<file path="config.mk">
export PLATFORM = sky130hd
export DESIGN_NAME = byteCounter
export DESIGN_NICKNAME = d
export VERILOG_FILES = /design/src/memPkg.sv /design/src/byteCounter.sv
export VERILOG_INCLUDE_DIRS = /design/src
export SDC_FILE = /design/constraint.sdc
export NUM_CORES = 1
export LEC_CHECK = 0
export BUFFER_PORTS_ARGS = -buffer_cell sky130_fd_sc_hd__buf_4
export CAP_MARGIN = 20
export CORE_AREA = 2 2 39 41
export DETAILED_ROUTE_END_ITERATION = 8
export DIE_AREA = 0 0 41 43
export HOLD_SLACK_MARGIN = 0.1
export PLACE_DENSITY_LB_ADDON = 0.2
export SYNTH_ARGS = -nofsm -noshare
export SYNTH_HDL_FRONTEND = slang
export SYNTH_SLANG_ARGS = --single-unit
</file>
<file path="constraint.sdc">
create_clock -name clk -period 2.15 [get_ports clk]
set_clock_uncertainty 0.05 [all_clocks]
set_input_delay 0.3225 -clock clk [delete_from_list [all_inputs] [get_ports clk]]
set_output_delay 0.3225 -clock clk [all_outputs]
set_load 0.05 [all_outputs]
</file>
<file path="src/memCtrl_settings.svh">
`ifndef MEM_CTRL_SETTINGS_SVH
`define MEM_CTRL_SETTINGS_SVH

// byte address width seen by both requesters
`define MEM_ADDR_W 17

// RAM size in bytes, only the low address bits reach the array
`define MEM_DEPTH 4096

// bytes per instruction fetch
`define FETCH_BYTES 4

`endif

</file>
<file path="src/memPkg.sv">
`include "memCtrl_settings.svh"

package memPkg;

    typedef logic [`MEM_ADDR_W-1:0] addr_t;
    typedef logic [7:0]             byte_t;
    typedef logic [31:0]            word_t;

    // access length in bytes, 1, 2 or 4
    typedef logic [2:0] len_t;

    // byte stage of the running access
    typedef logic [2:0] stage_t;

    typedef enum logic [1:0] {
        ownNone  = 2'd0,
        ownFetch = 2'd1,
        ownData  = 2'd2
    } busOwner_e;

    typedef enum logic [1:0] {
        stIdle  = 2'd0,
        stFetch = 2'd1,
        stLoad  = 2'd2,
        stStore = 2'd3
    } arbState_e;

endpackage

</file>
<file path="src/byteCounter.sv">
`timescale 1ns/1ps

module byteCounter (
    input  logic           clk,
    input  logic           rst,
    input  logic           rdy,
    input  logic           start,
    input  logic           step,
    input  memPkg::len_t   len,
    input  logic           storeMode,
    output memPkg::stage_t stage,
    output logic           isLast
);

    memPkg::stage_t stopAt;

    always_ff @(posedge clk) begin
        if (rst) begin
            stage <= '0;
        end else if (rdy) begin
            if (start) begin
                stage <= '0;
            end else if (step) begin
                stage <= stage + memPkg::stage_t'(1);
            end
        end
    end

    // stores end on the last written byte, reads one stage later
    // since the RAM returns each byte a cycle late
    always_comb begin
        if (storeMode) begin
            stopAt = memPkg::stage_t'(len - memPkg::len_t'(1));
        end else begin
            stopAt = memPkg::stage_t'(len);
        end
    end

    assign isLast = (stage == stopAt);

endmodule

</file>
Yosys cells after proc, flatten, opt, wreduce, memory -nomap -nowiden
Cells that the tools add are included.
{"block": "word_totals", "register_bits": 3, "inputBits": 9, "out_inout_bits": 4}
{"block": "op_classes", "add_sub_neg": 2, "eq_ne": 1, "muxes": 3, "n_reduce_logical": 2}
{"op": "two-way mux 3 bit", "n": 3}
{"op": "adder 3 x 1 -> 3 bit (second input constant)", "n": 1}
{"op": "== test 3 bit", "n": 1}
{"op": "subtractor 3 x 1 -> 3 bit (second input constant)", "n": 1}
{"op": "AND reduction 2 bit", "n": 1}
{"op": "nonzero test 2 bit", "n": 1}

Logic depth before layout (Yosys ltp)
{"block": "logic_depth", "depth_word": 3, "ltp_mapped": 5, "mapped_depth_nobuf": 5}

Worst setup path before layout
Ideal clock, no wire load.
{"block": "synth_path", "path_type": "reg-to-output", "start": "register stage[2]", "end": "output isLast", "arrival_ps": 1998, "path_slack_ps": -220, "stages_incl_launch_ff": 4, "n_path_buf": 0, "cell_sequence": "dfxtp_1 xnor3_1 a21oi_1 nor4b_2"}
{"block": "synth_between", "elab_chain_cells": 1}
{"item": "from (decl)", "line": "byteCounter.sv:11", "text": "output memPkg::stage_t stage,"}
{"item": "from (signal assigned)", "line": "byteCounter.sv:24", "text": "stage <= stage + memPkg::stage_t'(1);"}
{"item": "== test 3 bit", "line": "byteCounter.sv:39", "text": "assign isLast = (stage == stopAt);"}
{"item": "to (decl)", "line": "byteCounter.sv:12", "text": "output logic isLast"}
No other way between the ends.

Worst setup path after layout
Same ends and word-level chain as after synthesis.

==> flow_metrics.py <==
metrics = {
    "status": {
        "status": "complete, no violations",
    },
    "clocking": {
        "clock_latency_ns": 0.23,
        "clockRootBuffer": "clkbuf_4",
        "postCtsHoldBufs": 0,
        "cts_resized": 0,
        "cts.clk_slew.worst_paths_ns": 0.04,
        "clk_path_buf_depth": 2,
        "cts_tree": "done",
        "h-tree-depth": 1,
        "numCtsBuffers": 3,
        "cts.sink_count": 3,
        "cts_setup_buffers": 0,
    },
    "drt": {
        "drt_iter0_markers": 0,
        "routed_wl_um": 585,
        "via_count": 264,
        "drt-vias-per-instance": 4.258,
        "drc_errors": 0,
        "drtPass1Iterations": 1,
        "wl_per_cell_um": 9.435,
        "ant_nets": 0,
    },
    "grt": {
        "first_global_vias": 248,
        "grt_usage_pct": 7.623,
        "grt_pass1_wl_um": 903,
        "grt_max_degree": 6,
        "overflow": 0,
        "antenna_found_initial": 0,
    },
    "timing": {
        "fin_crit_ns": 1.928,
        "slew_headroom_pct": 78.10,
        "max_clock_freq_mhz": 518.6,
        "fin_crit_sh_pct": 89.69,
        "tns_ns": 0,
        "worstMarginPinSlew_ns": 0.3261,
        "drv_slew": 0,
        "final_hold_viol_count": 0,
        "rsz0062_at_grt": "false",
        "holdWs_ns": 0.2226,
        "finalSetupViolations": 0,
    },
    "placement": {
        "portBuffers": 12,
        "post_dp_cell_area_sq_um": 370.4,
        "gp_congestion": 0.6470,
    },
    "logic_synthesis": {
        "yosys.area_share.simple_pct": 26.87,
        "synthMuxAreaShare_pct": 0,
        "ys_ff_latch": 3,
        "synth_compound_area_share_pct": 18.91,
        "synth-seq-area-share_pct": 23.88,
        "synth_top_family_by_area": "simple AND/OR/NAND/NOR gates",
        "synthCells": 30,
        "yosysTopAreaCellShare_pct": 23.88,
        "syn-num-nets": 41,
        "synth_area_sq_um": 251.5,
        "yosysUniqueCellTypes": 17,
        "synth_area_leaders": "dfxtp_1 (24%), a21oi_1 (10%), ha_1 (10%)",
        "synth_xor_area_share_pct": 15.92,
        "avgSynthCellArea_sq_um": 8.383,
        "synth_top_area_cell": "dfxtp_1",
        "synth-adder-area-share_pct": 9.950,
        "yosysWarnings": 0,
    },
    "cells_and_area": {
        "layout_commonest_cell": "buf_4",
        "fillCellCount": 162,
        "n_antenna_cell": 0,
        "drive_gt1_share_pct": 34.78,
        "top_regs": "stage: 3 flops",
        "area_growth_pct": 57.71,
        "nets": 58,
        "layout_common_cells": "buf_4 (12), a21oi_1 (5)",
        "top_register": "stage",
        "final_area_sq_um": 396.6,
        "multi_input_area_sq_um": 188.9,
        "regArea_sq_um": 60.06,
        "largest_reg_flops": 3,
    },
    "floorplan": {
        "fp.coreArea_sq_um": 1384,
        "die_h_um": 43,
        "start_util_pct": 18.17,
        "rows": 14,
        "die_w_um": 41,
        "die-area_sq_um": 1763,
        "io_pins": 13,
    },
    "worst_setup_path": {
        "crit_path_end_kind": "primary output",
        "critical_path_class": "reg -> out",
        "worst_ep_required_time_ns": 1.78,
        "start_kind": "register",
        "critPathMaxFanout": 5,
        "cp.arrival_ns": 1.56,
        "reg2reg_from": "stage[0]",
        "r2r_end": "stage[2]",
        "r2r_cells": 4,
        "reg2reg_slack_ns": 0.85,
    },
    "power": {
        "p_leak_nw": 0.1899,
        "power.density_nw_per_um2": 524.4,
        "vdd_drop_max_mv": 0.3375,
    },
    "job": {
        "maxCapViolCount": 0,
    },
    "min_path": {
        "holdPathEnd": "stage[0]",
        "hp-start": "rst",
        "holdPathStages": 2,
        "worstHoldPathType": "in -> reg",
    },
}
-- worst max path at each step --
stage | from | to | cells after the start
after floorplan | stage[2] | isLast | 3
after global placement | len[0] | isLast | 7
after detailed placement | len[0] | isLast | 7
after CTS | stage[2] | isLast | 4
after global routing | stage[2] | isLast | 4
final | stage[2] | isLast | 4
-- cells in the mapped netlist --
master    instances
a21oi_1           5
nor4b_2           1
o21ai_0           3
nand2_1           2
xnor2_1           1
ha_1              2
nor4bb_1          1
and2_1            1
nand4b_1          1
xor2_1            1
dfxtp_1           3
or4_1             1
inv_1             3
o21a_1            1
nor2_1            2
xnor3_1           1
nor3_1            1
-- power breakdown --
part	internal (mW)	total, mW	switching, mW
clock network	0.0694	0.0961	0.0267
registers	0.0570	0.0583	0.00138
logic	0.0263	0.0536	0.0273
-- routing by layer --
layer  share of wire (%)  vias up  track usage [%]
li1                    -      143                -
met1                  42      114            8.013
met2                  50        7            12.19
met3                 8.0        0            6.283
met4                   0        0                0
met5                   0        -                0
-- cells by family after synthesis --
group,Yosys count
AO/OA/AOI/OAI,9
XOR/XNOR,3
adder cells (fa/ha/maj),2
buffers and inverters,3
flip-flops,3
AND/OR/NAND/NOR,10
-- final cells by class --
| cell class | instances | area share [%] |
|---|---|---|
| Sequential cell | 3 | 15.14 |
| Tap cell | 16 | 5.047 |
| Timing Repair Buffer | 12 | 22.71 |
| Inverter | 3 | 2.839 |
| Clock buffer | 4 | 6.625 |
| Multi-Input combinational cell | 24 | 47.63 |
-- metrics by stage --
stage | utilization [%] | std cells | setup slack [ns] | power, mW
6_report | 28.66 | 62 | 0.2216 | 0.2080
3_5_place_dp | 26.76 | 58 | 0.2212 | 0.1131
3_3_place_gp | 26.76 | 58 | 0.2372 | 0.1137
2_1_floorplan | - | 30 | 0.07150 | 0.09066
5_1_grt | 28.66 | 62 | 0.1304 | 0.2264
4_1_cts | 28.66 | 62 | 0.1863 | 0.2147
-- worst max-delay path: stages (launching register included) --
cell     delay, ns
dfxtp_1       0.39
xnor3_1       0.42
a21oi_1       0.25
nor4b_4       0.07
buf_4         0.20
(Power assumes the default switching activity.)
