===== src/memCtrl_settings.svh =====
`ifndef MEM_CTRL_SETTINGS_SVH
`define MEM_CTRL_SETTINGS_SVH

// byte address width seen by both requesters
`define MEM_ADDR_W 17

// RAM size in bytes, only the low address bits reach the array
`define MEM_DEPTH 4096

// bytes per instruction fetch
`define FETCH_BYTES 4

`endif


===== src/memPkg.sv =====
`include "memCtrl_settings.svh"

package memPkg;

    typedef logic [`MEM_ADDR_W-1:0] addr_t;
    typedef logic [7:0]             byte_t;
    typedef logic [31:0]            word_t;

    // access length in bytes, 1, 2 or 4
    typedef logic [2:0] len_t;

    // byte stage of the running access
    typedef logic [2:0] stage_t;

    typedef enum logic [1:0] {
        ownNone  = 2'd0,
        ownFetch = 2'd1,
        ownData  = 2'd2
    } busOwner_e;

    typedef enum logic [1:0] {
        stIdle  = 2'd0,
        stFetch = 2'd1,
        stLoad  = 2'd2,
        stStore = 2'd3
    } arbState_e;

endpackage


===== src/loadAssembler.sv =====
`timescale 1ns/1ps

module loadAssembler (
    input  logic           clk,
    input  logic           rst,
    input  logic           rdy,
    input  logic           capture,
    input  logic           clearWord,
    input  memPkg::stage_t stage,
    input  memPkg::len_t   len,
    input  memPkg::byte_t  ramByte,
    output memPkg::word_t  word
);

    localparam int lanes = $bits(memPkg::word_t) / 8;

    memPkg::word_t hold;
    logic [1:0]    laneSel;
    logic          byteValid;

    // byte on ramByte was addressed one stage earlier
    assign laneSel   = 2'(stage - memPkg::stage_t'(1));
    assign byteValid = (stage != '0);

    always_ff @(posedge clk) begin
        if (rst) begin
            hold <= '0;
        end else if (rdy) begin
            if (clearWord) begin
                hold <= '0;
            end else if (capture && byteValid) begin
                hold[laneSel*8 +: 8] <= ramByte;
            end
        end
    end

    // final byte merged so the result is ready in the done cycle
    always_comb begin
        word = hold;
        if (byteValid) begin
            word[laneSel*8 +: 8] = ramByte;
        end
        for (int i = 0; i < lanes; i++) begin
            if (memPkg::len_t'(i) >= len) begin
                word[i*8 +: 8] = '0;
            end
        end
    end

endmodule


===== config.mk =====
export PLATFORM = sky130hd
export DESIGN_NAME = loadAssembler
export DESIGN_NICKNAME = d
export VERILOG_FILES = /design/src/memPkg.sv /design/src/loadAssembler.sv
export VERILOG_INCLUDE_DIRS = /design/src
export SDC_FILE = /design/constraint.sdc
export NUM_CORES = 1
export LEC_CHECK = 0
export BUFFER_PORTS_ARGS = -buffer_cell sky130_fd_sc_hd__buf_4
export CAP_MARGIN = 5
export CORE_MARGIN = 2
export CORE_UTILIZATION = 35
export CTS_CLUSTER_SIZE = 16
export DETAILED_ROUTE_END_ITERATION = 8
export MAX_ROUTING_LAYER = met4
export PLACE_DENSITY_LB_ADDON = 0.3
export SYNTH_ARGS = -nofsm -noshare
export SYNTH_HDL_FRONTEND = slang
export SYNTH_SLANG_ARGS = --single-unit

===== constraint.sdc =====
create_clock -name clk -period 1.8 [get_ports clk]
set_clock_uncertainty 0.05 [all_clocks]
set_input_delay 0.09 -clock clk [delete_from_list [all_inputs] [get_ports clk]]
set_output_delay 0.09 -clock clk [all_outputs]
set_load 0.05 [all_outputs]

== After elaboration in Yosys (flattened, before gate mapping) ==
Index checks and enable logic that the tools add are counted.
Word-level totals
  flip-flop bits (word level): 32
  input bits: 19
  output and inout port bits: 32
  logic and storage cells: 21
Cells by class
  $add $sub $neg: 2
  magnitude comparators: 4
  shifts and indexed selects: 2
  multiplexer cells: 8
  reduce and logical (&&, ||, !) cells: 4
Operator list (number)
  32-bit two-way mux: 3
  5-bit negation with 34-bit output: 1
  8-bit by 34-bit variable shift with 32-bit output, first input constant: 1
  8-bit by 34-bit indexed part select with 32-bit output: 1
  32-bit bitwise mux: 1
  8-bit two-way mux: 4
  1-bit by 3-bit >= comparator with 1-bit output, first input constant: 2
  2-bit by 3-bit >= comparator with 1-bit output, first input constant: 2
  3-bit nonzero test: 1
  2-bit AND reduction: 1
  2-bit nonzero test: 1
  2-bit by 1-bit subtractor with 2-bit output, second input constant: 1
  1-bit logical AND: 1

== Logic depth before layout (Yosys ltp) ==
  depth in word-level cells: 6
  gate-level depth with buffers: 8
  depth with buffers taken out: 6

== Worst setup path before layout ==
OpenSTA, ideal clock, no wires.
  kind: input -> output
  start: input port stage[0]
  end: output port word[31]
  data arrival time: 2350 ps
  path slack: -690 ps
  cell stages on the path: 5
  path buffers: 0
  path through: inv_1 > ha_1 > or2_2 > or3_1 > a21boi_0
On the way
  word-level cells in the longest chain between the ends: 6
  elaborated cells on any way between the ends: 8
RTL lines
  from (decl): RTL line loadAssembler.sv:9  | input memPkg::stage_t stage,
  2-bit by 1-bit subtractor with 2-bit output: RTL line loadAssembler.sv:22  | assign laneSel = 2'(stage - memPkg::stage_t'(1));
  5-bit negation with 34-bit output: RTL line loadAssembler.sv:41  | word[laneSel*8 +: 8] = ramByte;
  8-bit by 34-bit indexed part select with 32-bit output / 8-bit by 34-bit variable shift with 32-bit output (equally long branches): RTL line loadAssembler.sv:41
  32-bit bitwise mux: RTL line loadAssembler.sv:41
  32-bit two-way mux *: RTL line loadAssembler.sv:40  | if (byteValid) begin
  8-bit two-way mux *: RTL line loadAssembler.sv:44  | if (memPkg::len_t'(i) >= len) begin
  to (decl): RTL line loadAssembler.sv:12  | output memPkg::word_t word
Every way passes the cells marked *; elsewhere a longest branch is shown, timed or not.

== Worst setup path after layout ==
  start: input port stage[1]
  end: output port word[27]
Same word-level chain as after synthesis.

==> reports/metrics.cfg <==
[critical_path]
path_delay_family=simple AND/OR/NAND/NOR gates
path_cells=buf_4 -> inv_2 -> ha_1 -> nand2b_2 -> or3_1 -> a21boi_4 -> buf_4
rrSetupSlack_ps=890
r2r-start=hold[6]$_SDFFE_PP0P_
startpoint=stage[1]
cp_common_cell=buf_4
crit_buf_inv=3
crit_type=primary input to primary output
reg2reg_to=hold[6]$_SDFFE_PP0P_
cp.required_ps=1660
slowest_delay_ps=440
crit_fanout=9
endpoint_kind=primary output
crit_slowest_cell=or3_1
ff2ff_path_depth=3
cp_data_arrival_time_ps=1640
worstSetupStartpointType=primary input

[timing]
max_slew.worst_pin.slew_ps=763
hold_violations=0
rsz0062_at_grt=true
fmax_ghz=0.560
min_period_ps=1780
timing.slew.headroom_pct=48.9
fin_crit_sh_pct=99.1
slew_viol_final=0
setup_violations=0

[grt]
gr-total-overflow=0
grt_max_degree=17
grt_pass1_vias=1828
grt_usage_pct=19.3
antenna_found_initial=0
grt_pass1_wl_um=8640

[power_and_ir_drop]
leakage_nw=1.06
ir_drop_mv=0.611
pwr_density_cell_nw_per_um2=651

[status]
status=finished, final reports clean

[drt]
wl_met2_um=2470
first_pass_iters=4
via_count=1949
wl_per_cell_um=14.1
drtAntennaViolNets=0
viasPerCell=5.13
wirelength_um=5380
wl_met1_um=2570
top_layer=met4
drtIter0Drc=130
drc=0
dr_wl_met3_um=252

[worst_hold_path]
whs_endpoint=hold[2]$_SDFFE_PP0P_
min_from=ramByte[2]
hp-class=primary input to register
min_path_cells=2

[logic_synthesis]
synth_cell_types=33
synth_fp_nets=260
ys_warn_count=0
netlist_area_um2=1810
synthCells=235
yosysSeqAreaShare_pct=35.4
avgSynthCellArea_um2=7.71
ys_ff_latch=32

[final_layout]
diodes=0
layout.nets=334
post-route-util_pct=54.9
largest_register_ffs=32
final_cell_mix=65 x buf_4, 50 x nand2_1, 32 x dfxtp_1
largest-register=hold
drive_above_1_share_pct=41.9
design_area_um2=2770
mostFrequentLayoutCell=buf_4
syn_to_final_growth_pct=52.8
reg_top3=hold (32)

[floorplanning]
start_util_pct=35.9
rows=26
die_area_um2=5770
die_h_um=75.9
num_io_pins=51
core_area_um2=5040
die_x_um=75.9

[placed_design]
gp_congestion=0.836
dp_hpwl_um=3770
io_buffers=50
placed_area_um2=2540

[job]
maxCapViolCount=0

[clock_network]
clk_pin_slew_ps=60
clockRootBuffer=clkbuf_8
cts_tree=done
cts_sinks=32
htree_levels=2
cts_buffers=5
clkLatencyLatePin_ps=290
clockBufferDepth=2

[report_power, final]
part           switching [mW]  internal [mW]  leakage [nW]  total, mW
Sequential           0.000897          0.710         0.258      0.710
Combinational           0.200          0.132         0.736      0.332
Clock                   0.272          0.488        0.0645      0.760
[cells in the mapped netlist]
cell       n  area share (%)
or3_1     24             8.3
nor2_1    13             2.7
buf_6      3             1.9
dfxtp_1   32              35
a211oi_1   1            0.41
o21ai_1    1            0.28
nand4b_1   2            0.97
clkbuf_1   1            0.21
nand4_1    2            0.69
o21ai_0   24             6.6
a31oi_1    3             1.0
nor2b_1    2            0.69
nand2_4    1            0.62
inv_1      4            0.83
nand2b_1   9             3.1
ha_1       6             4.1
or2_2      1            0.35
nor4b_4    1             1.3
o32ai_1    1            0.48
o21a_1     3             1.2
a21boi_0   8             3.3
nand2b_2   1            0.48
buf_2      1            0.28
nor3_1     2            0.55
mux2_2     1            0.62
nand2_2    1            0.35
and2b_1    1            0.41
a22oi_1    7             2.9
a21oi_1   18             5.0
nand2_1   51              11
a21o_1     1            0.41
nand3_1    2            0.55
a22o_1     7             3.4
[per-layer routing]
| metal | up-vias | GRT usage (%) |
|---|---|---|
| met3 | 6 | 3.81 |
| met4 | 0 | 7.45 |
| met5 | - | - |
| met1 | 914 | 25.5 |
| met2 | 43 | 29.4 |
| li1 | 986 | - |
[area by class of cell]
class | count | area, um2
Sequential cell | 32 | 641
Clock inverter | 1 | 30.0
Clock buffer | 7 | 96.3
Inverter | 4 | 15.0
Multi-Input combinational cell | 194 | 1340
Tap cell | 70 | 87.6
Timing Repair Buffer | 72 | 563
Fill cell | 477 | 2270
[worst max path at each step]
| stage | endpoint | cells past startpoint |
|---|---|---|
| 2_1_floorplan | word[31] | 5 |
| 6_report | word[27] | 7 |
| 3_5_place_dp | word[27] | 7 |
| 3_3_place_gp | word[31] | 7 |
| 5_1_grt | word[27] | 7 |
| 4_1_cts | word[31] | 8 |
[stage by stage]
step | TNS (ps) | total power [mW] | instances | setup slack [ps] | hold WS [ps]
3_5_place_dp | -515 | 1.03 | 369 | -51.2 | 283
5_1_grt | -74.8 | 1.86 | 380 | -23.9 | 18.0
6_report | 0 | 1.80 | 380 | 15.7 | 7.04
3_3_place_gp | -151 | 1.03 | 369 | -36.3 | 279
4_1_cts | -8.95 | 1.80 | 380 | -8.95 | 0.205
2_1_floorplan | -323 | 0.900 | 235 | -323 | 155
[cells by family after synthesis]
logic type	after synthesis	synth area share, %
DFF	32	35.4
AOI/OAI and AO/OA	74	25.1
adders and majority gates	6	4.14
muxes	1	0.622
buffers and inverters	9	3.18
and+or+nand+nor	113	31.6
[timing repair]
item | in CTS | in global routing
gates resized for setup | 8 | 15
endpoints found under the hold margin | 3 | 0
hold buffers | 3 | 0
buffers inserted | 0 | 0
setup endpoints to repair | 17 | 31
(Power assumes the default switching activity.)
