File: config.mk
export PLATFORM = sky130hd
export DESIGN_NAME = accessArbiter
export DESIGN_NICKNAME = d
export VERILOG_FILES = /design/src/memPkg.sv /design/src/accessArbiter.sv
export VERILOG_INCLUDE_DIRS = /design/src
export SDC_FILE = /design/constraint.sdc
export NUM_CORES = 1
export LEC_CHECK = 0
export ABC_CLOCK_PERIOD_IN_PS = 1300
export BUFFER_PORTS_ARGS = -buffer_cell sky130_fd_sc_hd__buf_4
export CAP_MARGIN = 20
export CORE_AREA = 2 2 39 41
export CTS_CLUSTER_DIAMETER = 150
export DETAILED_ROUTE_END_ITERATION = 16
export DIE_AREA = 0 0 41 43
export GPL_ROUTABILITY_DRIVEN = 0
export GPL_TIMING_DRIVEN = 1
export SETUP_SLACK_MARGIN = 0.4
export SYNTH_ARGS = -nofsm -noshare
export SYNTH_HDL_FRONTEND = slang
export SYNTH_SLANG_ARGS = --single-unit
File: constraint.sdc
create_clock -name clk -period 1.3 [get_ports clk]
set_input_delay 0.26 -clock clk [delete_from_list [all_inputs] [get_ports clk]]
set_output_delay 0.26 -clock clk [all_outputs]
set_load 0.005 [all_outputs]
File: src/memCtrl_settings.svh
`ifndef MEM_CTRL_SETTINGS_SVH
`define MEM_CTRL_SETTINGS_SVH

// byte address width seen by both requesters
`define MEM_ADDR_W 17

// RAM size in bytes, only the low address bits reach the array
`define MEM_DEPTH 4096

// bytes per instruction fetch
`define FETCH_BYTES 4

`endif

File: src/memPkg.sv
`include "memCtrl_settings.svh"

package memPkg;

    typedef logic [`MEM_ADDR_W-1:0] addr_t;
    typedef logic [7:0]             byte_t;
    typedef logic [31:0]            word_t;

    // access length in bytes, 1, 2 or 4
    typedef logic [2:0] len_t;

    // byte stage of the running access
    typedef logic [2:0] stage_t;

    typedef enum logic [1:0] {
        ownNone  = 2'd0,
        ownFetch = 2'd1,
        ownData  = 2'd2
    } busOwner_e;

    typedef enum logic [1:0] {
        stIdle  = 2'd0,
        stFetch = 2'd1,
        stLoad  = 2'd2,
        stStore = 2'd3
    } arbState_e;

endpackage

File: src/accessArbiter.sv
`timescale 1ns/1ps
`include "memCtrl_settings.svh"

module accessArbiter (
    input  logic              clk,
    input  logic              rst,
    input  logic              rdy,
    input  logic              fetchEn,
    input  logic              dataEn,
    input  logic              dataStore,
    input  memPkg::len_t      dataLen,
    input  logic              isLast,
    output memPkg::busOwner_e owner,
    output logic              cntStart,
    output logic              cntStep,
    output memPkg::len_t      accLen,
    output logic              ramWe,
    output logic              capture,
    output logic              clearWord,
    output logic              fetchDone,
    output logic              dataDone
);

    memPkg::arbState_e state;
    memPkg::arbState_e stateNext;
    logic              anyReq;
    logic              busy;
    logic              isData;

    assign anyReq = dataEn | fetchEn;
    assign busy   = (state != memPkg::stIdle);
    assign isData = (state == memPkg::stLoad) || (state == memPkg::stStore);

    // data side wins in idle, the grant then holds until the last byte
    always_comb begin
        stateNext = state;
        case (state)
            memPkg::stIdle: begin
                if (dataEn) begin
                    stateNext = dataStore ? memPkg::stStore : memPkg::stLoad;
                end else if (fetchEn) begin
                    stateNext = memPkg::stFetch;
                end
            end
            memPkg::stFetch,
            memPkg::stLoad,
            memPkg::stStore: begin
                if (isLast) begin
                    stateNext = memPkg::stIdle;
                end
            end
            default: begin
                stateNext = memPkg::stIdle;
            end
        endcase
    end

    always_ff @(posedge clk) begin
        if (rst) begin
            state <= memPkg::stIdle;
        end else if (rdy) begin
            state <= stateNext;
        end
    end

    always_comb begin
        case (state)
            memPkg::stFetch: owner = memPkg::ownFetch;
            memPkg::stLoad:  owner = memPkg::ownData;
            memPkg::stStore: owner = memPkg::ownData;
            default:         owner = memPkg::ownNone;
        endcase
    end

    // fetch length is fixed, data length comes from the held request
    assign accLen = (state == memPkg::stFetch) ? memPkg::len_t'(`FETCH_BYTES) : dataLen;

    // counter pulses, rdy is applied inside the counter
    assign cntStart  = !busy && anyReq;
    assign cntStep   = busy && !isLast;
    assign clearWord = !busy && anyReq;

    assign ramWe   = (state == memPkg::stStore) && rdy;
    assign capture = (state == memPkg::stLoad) || (state == memPkg::stFetch);

    // completions only in the last cycle of a ready access
    assign fetchDone = (state == memPkg::stFetch) && isLast && rdy;
    assign dataDone  = isData && isLast && rdy;

endmodule

* After elaboration in Yosys (flattened, before gate mapping) *
Index checks and enable logic that the tools add are counted.

word-level totals
  register bits after elaboration = 2
  bits of input ports = 10
  output and inout bits = 12
  word-level logic and storage cells = 30

cells by class
  equal/unequal tests = 5
  muxes and demuxes = 7
  bitwise operators = 1
  reduce and logical (&&, ||, !) cells = 16

operator list
  operator                                                          count
  2-bit case mux with 2 select lines                                2
  1-bit logical AND                                                 7
  2-bit 2-to-1 mux                                                  3
  2-bit == test (second input constant)                             2
  3-bit 2-to-1 mux                                                  1
  3-bit inequality test (second input constant)                     1
  3-bit AND reduction                                               1
  3-bit OR reduction                                                1
  2-bit by 1-bit == test with 1-bit output (second input constant)  1
  1-bit zero test                                                   2
  2-bit zero test                                                   1
  1-bit logical OR                                                  2
  2-bit inequality test (second input constant)                     1
  2-bit nonzero test                                                1
  2-bit OR reduction                                                1
  1-bit 2-to-1 mux                                                  1
  1-bit bitwise OR                                                  1

* Logic depth before layout (Yosys ltp) *
  depth after elaboration = 4
  gate-level depth with buffers = 5
  gate-level depth less buffers = 5

* Least setup slack after synthesis *
Ideal clock, no wire load.

  path kind = register to output
  start = register state[1]
  end = output port accLen[2]
  arrival time = 0.972 ns
  data required time = 1.040 ns
  path slack = 0.068 ns
  cell stages (with the launch flop) = 4
  path buffers = 0
  cells stage by stage = dfxtp_1 > inv_1 > ha_1 > or2_2

on the way
  cells in the longest elaborated chain, start to end = 2

RTL lines
  element                                   RTL line             source
  from (decl)                               accessArbiter.sv:24  memPkg::arbState_e state;
  from (signal assigned)                    accessArbiter.sv:60  state <= memPkg::stIdle;
  from (signal assigned)                    accessArbiter.sv:62  state <= stateNext;
  2-bit by 1-bit == test with 1-bit output  accessArbiter.sv:76  assign accLen = (state == memPkg::stFetch) ? memPkg::len_t'(`FETCH_BYTES) : dataLen;
  3-bit 2-to-1 mux                          accessArbiter.sv:76
  to (decl)                                 accessArbiter.sv:16  output memPkg::len_t accLen,

Every way passes these cells.

* Worst setup path in the final report *
Same ends and word-level chain as after synthesis.

==> impl_metrics.yaml <==
timing:
  fin_crit_ps: 1410
  finalMaxSlewViolations: 0
  fin_crit_sh_pct: 108
  fmax_mhz: 711
  setup_viol: 9
  setup_slack_ps: -107
  slew_headroom_pct: 84.3
  final_hold_viol_count: 0
  worst_slew_pin_slew_ps: 233
  rsz0062_at_grt: "true"
  clock_skew_ps: 1.06
run:
  maxCapViolCount: 0
detailed_routing:
  detail_route.vias_per_cell: 4.16
  vias: 308
  drt_iter0_markers: 3
  drt_first_pass_iters: 4
  drtAntennaViolNets: 0
  routedWlPerCell_um: 10.8
  drc: 0
  wl_um: 800
min_path:
  hold_depth: 2
  hold_start: "rst"
  hold_class: "in -> reg"
final_layout:
  fin_util_pct: 40.9
  layout_common_cells: "22 x buf_4, 3 x nor2b_1, 3 x ha_4, 3 x clkbuf_4, 3 x buf_6"
  antenna_cells: 0
  final_common_cell: "buf_4"
  synthToLayoutAreaGrowth_pct: 116
  nNetsFinal: 75
  fin_cells: 74
  largest_register: "state"
  drive_gt1_share_pct: 77.6
  fill_cells: 143
  top_regs: "state x2"
  fin_area_um2: 566
  largest_register_ffs: 2
  multi_input_area_um2: 260
  register_area_um2: 47.5
worst_setup_path:
  worstSetupPathDepth: 4
  crit_chain: "inv_4 -> ha_4 -> or2_4 -> buf_6"
  critPathMaxStageDelay_ps: 360
  rr_worst_depth: 4
  cp.required_ps: 1040
  cp-start-kind: "flip-flop"
  slowest_stage: "dfxtp_4"
  crit_path_max_fanout: 5
  worstPathArrival_ps: 1150
  crit_start: "state[1]$_SDFFE_PP0P_"
  crit_buf_inv: 2
  r2r_slack_ps: 130
  crit_family: "flip-flops"
  critical_path_class: "reg -> out"
  r2r-start: "state[0]$_SDFFE_PP0P_"
  endpoint_kind: "primary output"
cts:
  insertion_delay_ps: 230
  root_buffer: "clkbuf_4"
  htree_levels: 1
  cts_tree: "done"
  cts_sinks: 2
  cts_buffers: 3
  cts_buffer_depth: 2
  clk_pin_slew_ps: 30
  hold_buffers: 0
synthesis:
  synth-main-ff-cell: "dfxtp_1"
  syn_nets: 46
  synth-edff-count: 0
  ys_types: 18
  synth-async-reset-ratio_pct: 0
  yosysSeqAreaShare_pct: 15.3
  synth.avg_cell_area_um2: 8.44
  syn_area_um2: 262
  yosysWarnings: 0
  ys_ff_latch: 2
  synthCells: 31
floorplan:
  die_h_um: 43
  ios: 22
  fp.coreArea_um2: 1380
  start_util_pct: 18.9
  die_area_um2: 1760
  die_x_um: 41
  rows: 14
pwr:
  power_frac_clock_pct: 31.8
  comb_power_share_pct: 50.3
  powerDensity_nw_per_um2: 780
  power.total_uw: 441
  p_leak_uw: 0.000260
  switchingPower_uw: 135
  power.internal_uw: 306
  seq_power_share_pct: 17.9
  ir_worst_vdd_mv: 0.292
  sw_frac_of_total_pct: 30.7
global_routing:
  gr-total-overflow: 0
  grt_pass1_wl_um: 1190
  grt_max_degree: 6
  grt_antenna_before_repair: 0
  grtUsageTotal_pct: 10.4
  grt_pass1_vias: 306
place:
  io_buffers: 21
  place_area_um2: 474
  dp_cells: 67
  hpwl_um: 610
run_status:
  violations: "negative setup slack"
  status: "finished with violations"
==> stage by stage <==
| step | setup TNS (ps) | hold WS (ps) | setup slack, ps |
|---|---|---|---|
| final | -408 | 211 | -107 |
| after global routing | -893 | 210 | -141 |
| after CTS | -663 | 203 | -125 |
| after detailed placement | 0 | 444 | 84.2 |
| after global placement | 0 | 445 | 90.1 |
| after floorplan | 0 | 313 | 218 |
==> cell families (layout without fill, tap and decap cells) <==
logic type,after synthesis,after routing,share of synthesized area [%]
DFF,2,2,15.3
and+or+nand+nor,13,13,30.6
buffers and inverters,4,31,7.18
adders and majority gates,5,5,23.9
AOI/OAI and AO/OA,7,7,23.0
==> cell usage after synthesis, types with 2 or more instances <==
cell,count,area [um^2]
ha_1,5,62.6
nor2_1,4,15.0
inv_1,3,11.3
nor2b_1,3,18.8
dfxtp_1,2,40.0
o21ai_2,2,17.5
==> final cells by class <==
| type | instances | share of cell area, % |
|---|---|---|
| Tap cell | 16 | 3.54 |
| Timing Repair Buffer | 25 | 35.2 |
| Sequential cell | 2 | 8.41 |
| Clock buffer | 3 | 3.98 |
| Inverter | 3 | 2.88 |
| Multi-Input combinational cell | 25 | 46.0 |
==> power by group through the flow <==
| stage | registers, uW | logic (uW) | clock network, uW |
|---|---|---|---|
| after floorplan | 77.8 | 96.4 | 0 |
| after global placement | 79.0 | 181 | 0 |
| after detailed placement | 79.9 | 181 | 0 |
| after CTS | 79.6 | 216 | 150 |
| after global routing | 80.8 | 239 | 152 |
| final | 79.0 | 222 | 140 |
==> final timing paths <==
path / endpoint
max: accLen[2]
min: state[1]$_SDFFE_PP0P_
max reg2reg: state[0]$_SDFFE_PP0P_
min reg2reg: state[1]$_SDFFE_PP0P_
==> metal layers <==
| metal | global-route usage [%] | vias to the layer above | wire (um) |
|---|---|---|---|
| li1 | - | 157 | - |
| met1 | 10.5 | 138 | 299 |
| met2 | 16.6 | 11 | 432 |
| met3 | 1.57 | 2 | 47 |
| met4 | 10.0 | 0 | 21 |
| met5 | 0 | - | 0 |
==> worst reg2reg max path, cell delays in order (launching register included) <==
cell and delay, ps:
dfxtp_4 370, inv_4 50, ha_4 170, nor3b_4 160
o41ai_2 310
==> what timing repair did <==
item	in CTS	in global routing
buffers inserted	3	1
setup endpoints to repair	14	14
pin swaps	7	0
endpoints found under the hold margin	0	0
gates resized for setup	5	4
Note: power is estimated with default switching activity, not from simulation.
