--- src/memCtrl_settings.svh ---
`ifndef MEM_CTRL_SETTINGS_SVH
`define MEM_CTRL_SETTINGS_SVH

// byte address width seen by both requesters
`define MEM_ADDR_W 17

// RAM size in bytes, only the low address bits reach the array
`define MEM_DEPTH 4096

// bytes per instruction fetch
`define FETCH_BYTES 4

`endif

--- src/memPkg.sv ---
`include "memCtrl_settings.svh"

package memPkg;

    typedef logic [`MEM_ADDR_W-1:0] addr_t;
    typedef logic [7:0]             byte_t;
    typedef logic [31:0]            word_t;

    // access length in bytes, 1, 2 or 4
    typedef logic [2:0] len_t;

    // byte stage of the running access
    typedef logic [2:0] stage_t;

    typedef enum logic [1:0] {
        ownNone  = 2'd0,
        ownFetch = 2'd1,
        ownData  = 2'd2
    } busOwner_e;

    typedef enum logic [1:0] {
        stIdle  = 2'd0,
        stFetch = 2'd1,
        stLoad  = 2'd2,
        stStore = 2'd3
    } arbState_e;

endpackage

--- src/storeSerializer.sv ---
`timescale 1ns/1ps

module storeSerializer (
    input  memPkg::word_t  wdata,
    input  memPkg::stage_t stage,
    output memPkg::byte_t  wbyte
);

    // little endian, stage 0 writes the low byte
    always_comb begin
        case (stage)
            3'd0:    wbyte = wdata[7:0];
            3'd1:    wbyte = wdata[15:8];
            3'd2:    wbyte = wdata[23:16];
            3'd3:    wbyte = wdata[31:24];
            default: wbyte = '0;
        endcase
    end

endmodule
--- config.mk ---
export PLATFORM = sky130hd
export DESIGN_NAME = storeSerializer
export DESIGN_NICKNAME = d
export VERILOG_FILES = /design/src/memPkg.sv /design/src/storeSerializer.sv
export VERILOG_INCLUDE_DIRS = /design/src
export SDC_FILE = /design/constraint.sdc
export NUM_CORES = 1
export LEC_CHECK = 0
export BUFFER_PORTS_ARGS = -buffer_cell sky130_fd_sc_hd__buf_2
export CAP_MARGIN = 20
export CELL_PAD_IN_SITES_DETAIL_PLACEMENT = 1
export CELL_PAD_IN_SITES_GLOBAL_PLACEMENT = 1
export CORE_UTILIZATION = 19
export DETAILED_ROUTE_END_ITERATION = 16
export GPL_ROUTABILITY_DRIVEN = 1
export GPL_TIMING_DRIVEN = 0
export PLACE_DENSITY_LB_ADDON = 0.1
export SLEW_MARGIN = 20
export SYNTH_ARGS = -nofsm -noshare
export SYNTH_HDL_FRONTEND = slang
export SYNTH_SLANG_ARGS = --single-unit
--- constraint.sdc ---
create_clock -name vclk -period 1.02
set_input_delay 0 -clock vclk [all_inputs]
set_output_delay 0 -clock vclk [all_outputs]
set_load 0.01 [all_outputs]
## Word-level counts from Yosys, hierarchy flattened

Cells that the tools add are included.

- Add/subtract/negate cells: 0
- Multiply operators: 0
- Div/mod/pow operators: 0
- Magnitude comparators: 0
- Equal/unequal tests: 3
- Shift-type cells: 0
- Muxes and demuxes: 1
- Bitwise gates (word level): 0
- Reduce and logical (&&, ||, !) cells: 1

Operators with widths:

| operator | count |
|---|---|
| $pmux 8 s4 | 1 |
| $eq 3x2->1 const B | 2 |
| $eq 3x1->1 const B | 1 |
| $logic_not 3->1 | 1 |

- Register bits: 0
- Bits in latches: 0
- RAM bits: 0
- Memory bits (read-only): 0
- Input port bits: 35
- Output and inout bits: 8
- Logic and storage cells: 5
- Memories kept: 0

## Longest topological paths before layout

Gate-level depths: netlist of the first run.

- Depth after elaboration: 2
- Gate-level depth with buffers: 4
- Gate-level depth less buffers: 2

## Worst setup path before layout of the first run

No wires, ideal clock.

- Path kind: input port to output port
- Start point: in stage[1]
- End point: out wbyte[0]
- Arrival: 608 ps
- Data required time: 1020 ps
- Path slack: 412 ps
- Cell stages on the path: 3
- Buffers on the path: 1
- Cell sequence: or2_1 clkbuf_2 o22ai_1

- Cells in the longest elaborated chain, start to end: 2
- Elaborated cells on any way between the ends: 5
- Classes of those cells: 3 x eq/ne; 1 x mux; 1 x reduce/logical

RTL lines:

| item | line | source |
|---|---|---|
| start, declared | storeSerializer.sv:5 | `input memPkg::stage_t stage,` |
| $eq 3x2->1, or another cell as far along | storeSerializer.sv:11 | `case (stage)` |
| $pmux 8 s4 (*) | storeSerializer.sv:11 |  |
| end, declared | storeSerializer.sv:6 | `output memPkg::byte_t wbyte` |

Every way passes the cells marked *; elsewhere a longest branch is shown, timed or not.

## Final worst setup path of the first run

Ends and elaborated chain as after synthesis.

==> results.txt, run 1 <==
The run finished with clean final reports. Of all nets on the critical path, the largest fanout is 8. In this run the worst hold path is classified as primary input to output pin.

The number of maximum-capacitance constraint violations is 0. The share of total power in sequential cells came out at 0. Setup repair after global routing left no endpoint under its margin. The detailed-router iteration count before antenna repair is 2. The average wire length per cell after detail routing is roughly 11 um. The initial antenna violation count is 0. The final antenna-violating net count came out at 0. The total of buffers placed on input and output ports came out at 42.

The flip-flop and latch area is 0 um2. The DRC violation total after the first TritonRoute iteration came out at 2. The number of buffers inserted by hold repair at cts came out at 0. The total of warnings raised by yosys came out at 0.

The net switching share of the total power came out at 0.420. The design area is between 400 and 500 um2. The routed layout has ~390 vias.

The startpoint kind of the worst setup timing path is a primary input. The starting utilization of the core area is 0.202. The mean instance size in the synthesized netlist came out at 8.76 um2. STA puts the critical path data arrival time at 840 ps. For this design the top-level I/O count stands at 43.

Synthesis produced a netlist whose cell count is 30. The global-route total usage across every layer came out at 0.114. Of the total power, the clock network draws 0. The number of antenna repair diodes came out at 0. The number of clock buffer instances in the layout is 0. The post-route worst hold slack is 378 ps. Once detailed placement completed, the half-perimeter wirelength came to around 800 um. The type of destination of the critical path is an output pin. The residual DRC count came out at 0. The start-to-end type of the worst setup path is primary input to output pin.

Once the clock tree was built, the setup fixing pass inserted 0 buffers. The headroom to the max-slew limit is 0.769. The die outline height is just under 40 um. The core region is 0.00130 mm2. For this run, the register share of the synthesized area comes to 0. The final number of max-transition violations came to 0. Before CTS, the worst setup slack after placement is 188 ps.

The total power density per cell area is between 400 and 500 mW/mm2. In this run the cell area measured after placement is ~490 um2. The number of placed cells counting well taps came out at between 80 and 90. After the flow finishes, the layout carries non-filler instances totaling 87. The slew at the pin closest to its max-slew limit is between 300 and 400 ps. The layout overhead on the synthesized area is 87.1%.

For this run the aggregate overflow at the end of global routing stands at 0. The final weighted congestion in routability-driven placement came out at between 0.6 and 0.7. Dividing the final minimum period by the clock period gives 0.819. The pin count of the biggest net entering global routing came out at 11. The first-pass GRT wire length is approximately 1.3 mm. The die is 39.2 um wide. The hold violation count in the final report is 0. The worst endpoint required time is between 1000 and 1500 ps. The via-per-instance ratio came out at between 4 and 5.

The final setup slack of the worst path is between 150 and 200 ps. Summed over all cells, the static leakage comes to a little over 0.3 nW. For this run, the share of the core covered by cells in the final layout is 0.378. There are 0 flip-flops and latches.

Summed over all layers, the routed wires come to ~960 um. The post-cts resize count came out at 0. The via count of the first global-routing pass was approximately 300. The share of total power dissipated in combinational logic is 1.000.

Setup violations remaining at the end of the flow were counted as 0. The layout cell share with drive strength beyond 1 came out at 0.625. The maximum vdd ir drop came out at approximately 130 uV.

The power consumption came out at about 0.20 mW. The die area is about 0.0015 mm2. The number of distinct library cells after synthesis is 8. The worst path in the final design needs a cycle of between 800 and 900 ps, including I/O delays and setup. The net count of the finished layout came out at around 110. The internal portion of the total power is roughly 0.12 mW. The layout has approximately 180 filler cells.

The cell area after technology mapping came out at about 260 um2. The total nets after synthesis is 65. In this run the core area contains 13 standard-cell rows. The total net switching power is about 0.085 mW.

The highest clock frequency the design can meet came out at 1200 MHz. The final sum of negative setup slack came out at 0 ps.
## worst paths after layout
path	startpoint	endpoint	slack, ps	depth (start not counted)
worst max-delay path	stage[1]	wbyte[0]	180	5
worst min-delay path	wdata[19]	wbyte[3]	380	4
## kinds of logic (layout without fill, tap and decap cells)
logic type / count (synthesis) / count (layout) / share of synthesized area
muxes: 16 / 16 / 0.610
and+or+nand+nor: 2 / 2 / 0.0476
AOI/OAI and AO/OA: 8 / 8 / 0.190
buffers and inverters: 4 / 46 / 0.152
## cell type report
class / instances / area [um2] / area share
buffer: 4 / 40.0 / 0.0814
tap: 15 / 18.8 / 0.0382
timing repair buffer: 42 / 210 / 0.427
multi-input combinational: 26 / 223 / 0.453
## critical path, cell delays in order
cell and delay, ps:
sky130_fd_sc_hd__buf_2 100, sky130_fd_sc_hd__or2_1 210, sky130_fd_sc_hd__clkbuf_2 170, sky130_fd_sc_hd__o22ai_1 190
sky130_fd_sc_hd__buf_2 160
## Yosys cell counts, drive strengths merged
cell type / count / area (um2)
or2: 1 / 6.26
nand2b: 1 / 6.26
buf: 3 / 35.0
mux2i: 16 / 160
clkbuf: 1 / 5.00
o22ai: 8 / 50.1
## power groups by stage
| stage | registers, mW | logic, mW | clock network, mW |
|---|---|---|---|
| 2_1_floorplan | 0 | 0.107 | 0 |
| 3_3_place_gp | 0 | 0.202 | 0 |
| 3_5_place_dp | 0 | 0.205 | 0 |
| 4_1_cts | 0 | 0.206 | 0 |
| 5_1_grt | 0 | 0.223 | 0 |
| 6_report | 0 | 0.203 | 0 |
## layer usage
metal,routed length [um],global-route usage
met5,0,0
met4,0,0
met3,91,0.00578
met2,450,0.204
met1,417,0.155
## cell usage in the layout (no fill, tap or decap)
master / n
sky130_fd_sc_hd__or2_1: 1
sky130_fd_sc_hd__buf_2: 42
sky130_fd_sc_hd__nand2b_1: 1
sky130_fd_sc_hd__o22ai_1: 8
sky130_fd_sc_hd__mux2i_1: 16
sky130_fd_sc_hd__buf_12: 1
sky130_fd_sc_hd__buf_1: 1
sky130_fd_sc_hd__buf_6: 1
sky130_fd_sc_hd__clkbuf_2: 1
Power figures use the tool's default switching activity.
==> run 2: changes to the inputs <==
- ABC_AREA: default -> 1
- CORE_ASPECT_RATIO: default -> 0.7
- CORE_UTILIZATION: 19 -> 20
- clock period: 1.02 -> 0.8 ns (I/O delays scaled with it)
==> run 2 against run 1 <==
Net effect: via count increased by 67%; area after synthesis increased by 52%; global-route usage decreased by 0.14 points; critical path type unchanged; largest power group unchanged; highest routed layer unchanged.
==> results.txt, run 2 <==
Run status: complete, no violations (unchanged). The delay of the slowest cell on the worst path is 180 ps (was 210 ps). The critical-path maximum fanout came out at 5 (was 8). The source of the worst hold timing path was wdata[2] (was wdata[19]). The cell family contributing the most delay on the critical path is buffers and inverters (unchanged). The via-per-instance ratio came to 4.14 (was 4.45). The fraction of the cycle the final worst path needs came out at 0.972. The total of buffers placed on input and output ports is 42 (unchanged). The kind of path behind the tightest hold check is primary input to output pin (unchanged).

The number of clock buffer instances in the layout came out at 0 (unchanged). The clock share of power came out at 0 (about the same). The mean instance size in the synthesized netlist is 4.59 um2 (was 8.76 um2). The total nets after synthesis came out at 122 (was 65). The starting utilization of the core area is 0.213 (was 0.202).

The average wire length per cell after detail routing is 8.85 um (was 11.0 um). The most common cell type on the critical path is sky130_fd_sc_hd__nand2_1 (was sky130_fd_sc_hd__buf_2). The sum of met3 wire segment lengths after detailed routing is 97 um (was 91 um). The net count of the finished layout was 171 (was 109).

The layout overhead on the synthesized area is 85.9% (was 87.1%). The DRC violation total after the first TritonRoute iteration came out at 8 (was 2). The via count of the first global-routing pass is 485 (was 302).

The proportion of power drawn by combinational gates is 1.000 (about the same). The startpoint kind of the worst setup timing path is a primary input (unchanged). The HPWL reported at the end of detailed placement came out at 1.09 mm (was 798 um). The type of destination of the critical path is an output pin (unchanged). The number of antenna repair diodes came to 0 (unchanged). The maximum vdd ir drop came to 158 uV (was 125 uV). The layout filler cell count is 273 (was 181). The routed length on met1 is 601 um (was 417 um). The time the worst path needs with I/O delays and setup came out at 778 ps. The fraction of synthesized cell area taken by the top area cell type came to 0.235 (was 0.610). The first-pass GRT wire length was 1.99 mm (was 1.26 mm). The total net switching power came out at 0.161 mW (was 0.0850 mW). Unrepaired setup endpoints after global routing: yes (was no). The residual DRC count is 0 (unchanged). The die area is 0.00218 mm2 (was 0.00154 mm2). The global-route total usage across every layer came out at 0.112 (was 0.114). The total number of placement rows is 13 (unchanged). The worst path arrival time came to 780 ps (was 840 ps). The net switching share of the total power is 0.496 (was 0.420). The cell at the slowest stage of the critical path was sky130_fd_sc_hd__nor2_4 (was sky130_fd_sc_hd__or2_1).

The final routed wirelength across all metal layers came to 1.38 mm (was 960 um). Timing would allow up to ~1300 MHz. The layout cell share with drive strength beyond 1 came to 0.463 (was 0.625).

The count of mapped cells out of synthesis came out at 87 (was 30). The die outline height is 39.4 um (was 39.2 um). The most common cell after layout, fill and taps aside was sky130_fd_sc_hd__buf_2 (unchanged). The internal portion of total power came out at 0.163 mW (was 0.117 mW).

Most instantiated cells after synthesis: 25 x sky130_fd_sc_hd__inv_1, 24 x sky130_fd_sc_hd__nor2_1, 16 x sky130_fd_sc_hd__nand2_1, 14 x sky130_fd_sc_hd__nand3_1, 3 x sky130_fd_sc_hd__nand3_2 (was 16 x sky130_fd_sc_hd__mux2i_1, 8 x sky130_fd_sc_hd__o22ai_1). The final setup slack of the worst path is 22.2 ps (was 185 ps). The headroom to the max-slew limit is 0.877 (was 0.769).

The startpoint of the worst setup timing path is stage[1] (unchanged). The initial antenna violation count is 0 (unchanged). The number of top-level design ports was 43 (unchanged). The leakage power total came out at 0.493 nW (was 0.302 nW). The total met2 wirelength after detailed routing came out at 681 um (was 450 um). The cell area after technology mapping is 399 um2 (was 263 um2). The number of distinct library cells after synthesis came out at 9 (was 8). The final antenna-violating net count came out at 0 (unchanged). The final number of max-transition violations came out at 0 (unchanged). The start-to-end type of the worst setup path is primary input to output pin (unchanged). Cell-by-cell trace of the critical path: buf_8 > nor2_4 > buf_6 > nand3_1 > nand2_1 > inv_1 > nand2_1 > buf_2 (was buf_2 > or2_1 > clkbuf_2 > o22ai_1 > buf_2). The width of the die was 55.4 um (was 39.2 um). The core footprint came out at 0.00187 mm2 (was 0.00130 mm2). The flip-flop and latch area is 0 um2 (unchanged). The residual overflow from global routing came out at 0 (unchanged). The hold violation count in the final report was 0 (unchanged).

The sequential cell count came out at 0 (unchanged). The library cell occupying the most area in the post-synthesis netlist is sky130_fd_sc_hd__inv_1 (was sky130_fd_sc_hd__mux2i_1). The number of buffers inserted by hold repair at cts is 0 (unchanged). The final setup violation count is 0 (unchanged). The uppermost metal layer occupied by signal nets is met3 (unchanged).

The worst endpoint required time is 800 ps (was 1020 ps). The total power density per cell area came out at 437 mW/mm2 (was 412 mW/mm2). The share of total power in sequential cells is 0 (about the same). The final weighted congestion in routability-driven placement came out at 0.587 (was 0.614). Top library cells by usage in the layout, fill and taps aside: 40 x sky130_fd_sc_hd__buf_2, 24 x sky130_fd_sc_hd__inv_1, 23 x sky130_fd_sc_hd__nor2_1, 16 x sky130_fd_sc_hd__nand2_1, 9 x sky130_fd_sc_hd__nand3_1 (was 42 x sky130_fd_sc_hd__buf_2, 16 x sky130_fd_sc_hd__mux2i_1, 8 x sky130_fd_sc_hd__o22ai_1).

The number of maximum-capacitance constraint violations came to 0 (unchanged). The count of buffering cells on the critical path with inverters included came out at 4 (was 3). Leading post-synthesis cells by cell area: sky130_fd_sc_hd__inv_1 24%, sky130_fd_sc_hd__nor2_1 23%, sky130_fd_sc_hd__nand3_1 18% (was sky130_fd_sc_hd__mux2i_1 61%, sky130_fd_sc_hd__o22ai_1 19%, sky130_fd_sc_hd__buf_12 7.6%). The total of warnings raised by yosys is 0 (unchanged). The pre-CTS setup slack came to -73.4 ps (was 188 ps).

The slew at the pin closest to its max-slew limit came out at 184 ps (was 347 ps). The most frequent cell after synthesis is sky130_fd_sc_hd__inv_1 (was sky130_fd_sc_hd__mux2i_1). The sequential area share after synthesis is 0 (unchanged). The pin count of the biggest net entering global routing came out at 11 (unchanged).

The total vias in the final route came out at 646 (was 387). The detailed-router iteration count before antenna repair is 2 (unchanged). The end-of-flow core utilization is 0.397 (was 0.378).
==> run 2: worst paths after layout <==
path	end	slack (ps)	cells after the start
hold / removal	wbyte[2]	390	6
setup / recovery	wbyte[1]	20	8
==> run 2: routing by layer <==
layer,vias up,global-route usage
met5,-,0
met2,24,0.232
met4,0,0
met3,0,0.00990
li1,349,-
met1,273,0.137
==> run 2: layout make-up <==
class	instances	area, um2	share of cell area
Buffer	2	22.5	0.0304
Inverter	26	103	0.138
Multi-Input combinational cell	59	314	0.423
Timing Repair Buffer	47	275	0.371
Tap cell	22	27.5	0.0371
==> run 2: timing repair <==
action / CTS / global route
buffers inserted: 3 / 1
resized for setup: 2 / 18
setup endpoints to repair: 8 / 8
gates cloned: 0 / 1
pin swaps: 1 / 9
==> run 2: cells by family (layout without fill, tap and decap cells) <==
kind of cell	count (synthesis)	in the layout	share of synthesized area
AND/OR/NAND/NOR	59	59	0.699
buffers and inverters	28	75	0.301
==> run 2: through the flow <==
stage                     cells  setup TNS, ps  power (mW)  hold WS (ps)  cell area [um2]
after floorplan              87              0       0.137           198              399
after global placement      151           -411       0.272           383              637
after detailed placement    151           -511       0.279           391              637
after CTS                   154              0       0.296           391              669
after global routing        156           -299       0.361           423              742
final                       156              0       0.324           387              742
==> run 2: tightest hold or removal path: cells and delay by family <==
kind | cells | cell delay (ps)
buffers and inverters | 3 | 220
AND/OR/NAND/NOR | 3 | 150
==> run 2: power by group through the flow <==
| stage | sequential [mW] | clock (mW) | combinational, mW |
|---|---|---|---|
| after floorplan | 0 | 0 | 0.137 |
| after global placement | 0 | 0 | 0.272 |
| after detailed placement | 0 | 0 | 0.279 |
| after CTS | 0 | 0 | 0.296 |
| after global routing | 0 | 0 | 0.361 |
| final | 0 | 0 | 0.324 |
